**src/include/addr_params.svh**
```systemverilog
`ifndef ADDR_PARAMS_SVH
`define ADDR_PARAMS_SVH

// Width of a byte address on the data side
// The cache geometry in cache_pkg is derived from it
`define ALEN 15

`endif

```
**src/hdl/cache_pkg.sv**
```systemverilog
`default_nettype none

`include "addr_params.svh"

package cache_pkg;

    // One cache word is a 64-bit aligned doubleword
    localparam int data_size = 64;
    localparam int align_bits = $clog2(data_size / 8);

    // Word addresses drop the byte offset
    localparam int aligned_addr_size = `ALEN - align_bits;

    typedef logic [aligned_addr_size-1:0] word_addr_t;

    // Request from outside, a read when write is low
    typedef struct packed {
        logic                 write;
        word_addr_t           addr;
        logic [data_size-1:0] wdata;
    } cache_req_t;

    // Read response, hit is low when the word came from a refill
    typedef struct packed {
        logic [data_size-1:0] data;
        logic                 hit;
    } cache_resp_t;

endpackage

`default_nettype wire

```
**src/hdl/load_front.sv**
```systemverilog
`timescale 1ns/1ns
`default_nettype none

// Request side of the data memory path
// Reads look up the cache, writes go to the cache and through to the store
module load_front #(
    parameter int index_bits = 6
) (
    input  wire                            clk,
    input  wire                            rst,
    input  wire                            req_valid,
    input  wire cache_pkg::cache_req_t     req,
    output logic                           busy,
    output logic                           resp_valid,
    output cache_pkg::cache_resp_t         resp,
    output cache_pkg::word_addr_t          cache_raddr,
    output logic                           cache_we,
    output cache_pkg::word_addr_t          cache_waddr,
    output logic [cache_pkg::data_size-1:0] cache_wdata,
    input  wire [cache_pkg::data_size-1:0] cache_rdata,
    input  wire                            lookup_valid,
    output logic                           store_strobe,
    output cache_pkg::cache_req_t          store_req,
    output logic                           miss_strobe,
    output cache_pkg::word_addr_t          miss_addr,
    input  wire                            fill_done,
    input  wire [cache_pkg::data_size-1:0] fill_data
);

    // The tag has to keep at least one bit of the word address
    if (index_bits >= cache_pkg::aligned_addr_size) begin : g_geometry_check
        $error("index_bits leaves no room for a tag");
    end

    logic                  accept;
    logic                  pending;
    logic                  missing;
    logic                  lookup_miss;
    cache_pkg::word_addr_t pend_addr;

    always_comb begin
        accept = req_valid && !busy;
        lookup_miss = pending && !lookup_valid;
        // Busy rises in the lookup cycle of a miss and holds through fill_done
        busy = missing || lookup_miss;
    end

    always_ff @(posedge clk) begin
        if (rst) begin
            pending <= 1'b0;
            missing <= 1'b0;
        end else begin
            pending <= accept && !req.write;
            if (lookup_miss) begin
                missing <= 1'b1;
            end else if (fill_done) begin
                missing <= 1'b0;
            end
        end
    end

    // Address of the read in flight, held while its refill runs
    always_ff @(posedge clk) begin
        if (accept && !req.write) begin
            pend_addr <= req.addr;
        end
    end

    assign cache_raddr = req.addr;

    // Single write port, refills only land while busy blocks new writes
    always_comb begin
        cache_we = (accept && req.write) || fill_done;
        if (fill_done) begin
            cache_waddr = pend_addr;
            cache_wdata = fill_data;
        end else begin
            cache_waddr = req.addr;
            cache_wdata = req.wdata;
        end
    end

    assign store_strobe = accept && req.write;
    assign store_req = req;

    assign miss_strobe = lookup_miss;
    assign miss_addr = pend_addr;

    always_comb begin
        resp_valid = (pending && lookup_valid) || fill_done;
        resp.hit = !fill_done;
        resp.data = fill_done ? fill_data : cache_rdata;
    end

endmodule

`default_nettype wire

```
**config.mk**
```make
export PLATFORM = sky130hd
export DESIGN_NAME = load_front
export DESIGN_NICKNAME = d
export VERILOG_FILES = /design/src/hdl/cache_pkg.sv /design/src/hdl/load_front.sv
export VERILOG_INCLUDE_DIRS = /design/src /design/src/include
export SDC_FILE = /design/constraint.sdc
export NUM_CORES = 1
export LEC_CHECK = 0
export ABC_AREA = 1
export BUFFER_PORTS_ARGS = -buffer_cell sky130_fd_sc_hd__buf_2
export CORE_AREA = 2 2 180 182
export CTS_BUF_LIST = sky130_fd_sc_hd__clkbuf_16
export CTS_CLUSTER_DIAMETER = 40
export DETAILED_ROUTE_END_ITERATION = 6
export DIE_AREA = 0 0 182 184
export SYNTH_ARGS = -nofsm -noshare
export SYNTH_HDL_FRONTEND = slang
export SYNTH_SLANG_ARGS = --single-unit
```
**constraint.sdc**
```tcl
create_clock -name clk -period 1.6 [get_ports clk]
set_input_delay 0.16 -clock clk [delete_from_list [all_inputs] [get_ports clk]]
set_output_delay 0.16 -clock clk [all_outputs]
set_load 0.02 [all_outputs]
```
==> run metrics <==
CTS tree done; status completed; max_cap viols 0; setup slack at placement 0.293 ns; Worst VDD drop 0.366 mV; commonest non-fill, non-tap cell in the layout buf_2; setup violators final 0; Worst Tran Pin Value 0.379 ns; Slowest-stage cell, CP buf_12; Seq/Total Area, Yosys 15.1%; gr ovfl total 0; layout cell share with drive strength beyond 1 54.5%; Avg WL per Cell 10.9 um; Final Cycle Share 82.7%; Clk pin slew, worst setup/hold paths 0.05 ns; Seq cells post-synth 14; Hold Path Origin rst; postcts setup bufs 0; Worst Path Arrival 1.16 ns; Reg2Reg Depth 4; Power Total 2.58 mW; met1 Usage GRT 8.15%; CP Class primary input to output port; Mapped Cells 500; CTS Sinks 14; most frequent cells in the layout 456 x buf_2, 362 x nand2_1, 12 x edfxtp_1, 6 x inv_1, 4 x buf_12; length of the first detailed-routing pass in iterations 4; hold crit path type primary input to register; # hold bufs at CTS 0; Max Slew Vio Count 0; reg2reg setup slack 0.41 ns; DIE HEIGHT 184 um; Final GP Congestion 0.788; GR Util met3 1.23%; Crit Reg-Reg Endpoint miss_addr[1]; hold depth 2; Cell Area, Synth 0.00266 mm^2; 1st-iter DRT viols 159; initial antenna violation count 2; Site Rows 65; fin area 0.00475 mm^2; # DRC 0; vias in the first global route 3,657; LEAKAGE 3.19 nW; Top Ports 457; Final Hold Vio Count 0; critical path endpoint category output port; CP Max Fanout 76; hold path endpoint missing; fin crit period 1.32 ns; global-route wire length before repair 18,600 um; Pwr per Cell Area 543 mW/mm^2; Skew-Pair Late Insertion Delay 0.25 ns; Setup WS post-layout 0.277 ns; critical path startpoint category primary input; largest net degree at the start of global routing 82; Initial Util 8.47%; clk root buf clkbuf_16; CP Cell Sequence buf_2 > buf_12 > nand2_1 > nand2_1 > buf_2; gr usage total 6.93%; die footprint 0.0335 mm^2; Fmax 756 MHz; Fin Clk Skew 0.00228 ns; RSZ-0062 raised after global routing no; die span in x 182 um; post_cts resized 0; total routed wirelength 13,700 um; Buffers on Ports 456; via count 4,305; worst r2r src pending; distinct cell type count after synthesis 11; Most Used Layer, Global Route met2; Worst EP required 1.44 ns; YS warnings 0; H-tree depth 1; placed inst area 0.00467 mm^2; Num CTS Buffers 3; syn_nets 710; slew margin rel. 74.7%; Via density 3.44; post-DP HPWL 11,500 um; Bufs on Longest Clock Path 2; M2 GR Usage 12.5%; Area Overhead vs Synth 78.7%; Core ar. 0.0314 mm^2; Setup TNS Final 0 ns; Avg Inst Size Synth 5.32 um^2; Routed Antenna Nets 0; Nets 1,062; n_diodes 0; peak per-stage delay on the critical path 0.32 ns
-- kinds of logic (layout without fill, tap and decap cells) --
logic type | Yosys count | count (layout) | share of synthesized area (%)
AND/OR/NAND/NOR | 365 | 365 | 51.7
AO/OA/AOI/OAI | 1 | 1 | 0.188
flip-flops | 14 | 14 | 15.1
buffers and inverters | 120 | 471 | 33.1
-- cell usage after synthesis --
cell type / n / share of area (%)
nand2_1: 362 / 51
buf_4: 94 / 27
edfxtp_1: 12 / 14
buf_2: 11 / 2.1
buf_6: 8 / 3.4
inv_1: 6 / 0.85
dfxtp_1: 2 / 1.5
nand4_1: 2 / 0.47
a21oi_1: 1 / 0.19
inv_4: 1 / 0.24
nor2_1: 1 / 0.14
-- sequential cells by signal (all words and copies together), names as in the netlist --
register,flops
miss_addr,12
missing,1
pending,1
-- cell type report --
cell class / count / area (um^2)
well taps: 402 / 503
clock buffers: 3 / 75.1
fillers: 3625 / 26600
flip-flops and latches: 14 / 400
clock inverters: 1 / 3.75
inverters: 7 / 28.8
multi-input cells: 366 / 1380
repair buffers: 460 / 2360
-- per-stage QoR --
stage          hold slack (ns)  cells  util [%]
2_1_floorplan            0.229    500         -
3_3_place_gp             0.339   1249      14.9
3_5_place_dp             0.349   1249      14.9
4_1_cts                 0.0781   1253      15.1
5_1_grt                 0.0951   1253      15.1
6_report                0.0866   1253      15.1
-- worst max-delay path by stage --
stage | startpoint | to | slack (ns) | cells after the start
after floorplan | pending | miss_addr[0] | 0.47 | 3
after global placement | fill_done | cache_wdata[45] | 0.32 | 5
after detailed placement | fill_done | cache_wdata[45] | 0.29 | 5
after CTS | fill_done | cache_wdata[45] | 0.29 | 5
after global routing | pending | store_strobe | 0.20 | 4
final | fill_done | cache_wdata[45] | 0.28 | 5
-- critical path: cells and delay by family --
kind	cells	cell delay, ns
buffers and inverters	3	0.62
and+or+nand+nor	2	0.32
-- where the power goes --
group / switching (mW) / total (mW) / internal (mW)
registers: 0.00808 / 0.423 / 0.415
clock network: 0.173 / 0.505 / 0.333
logic: 1.07 / 1.65 / 0.582
-- routing by layer --
layer  vias to the layer above  part of all wire [%]
met3                        25                   8.6
li1                       2109                     -
met5                         -                  0.20
met2                       286                    49
met4                         4                   2.4
met1                      1881                    40
No activity file was read; power rests on OpenSTA's default activity.
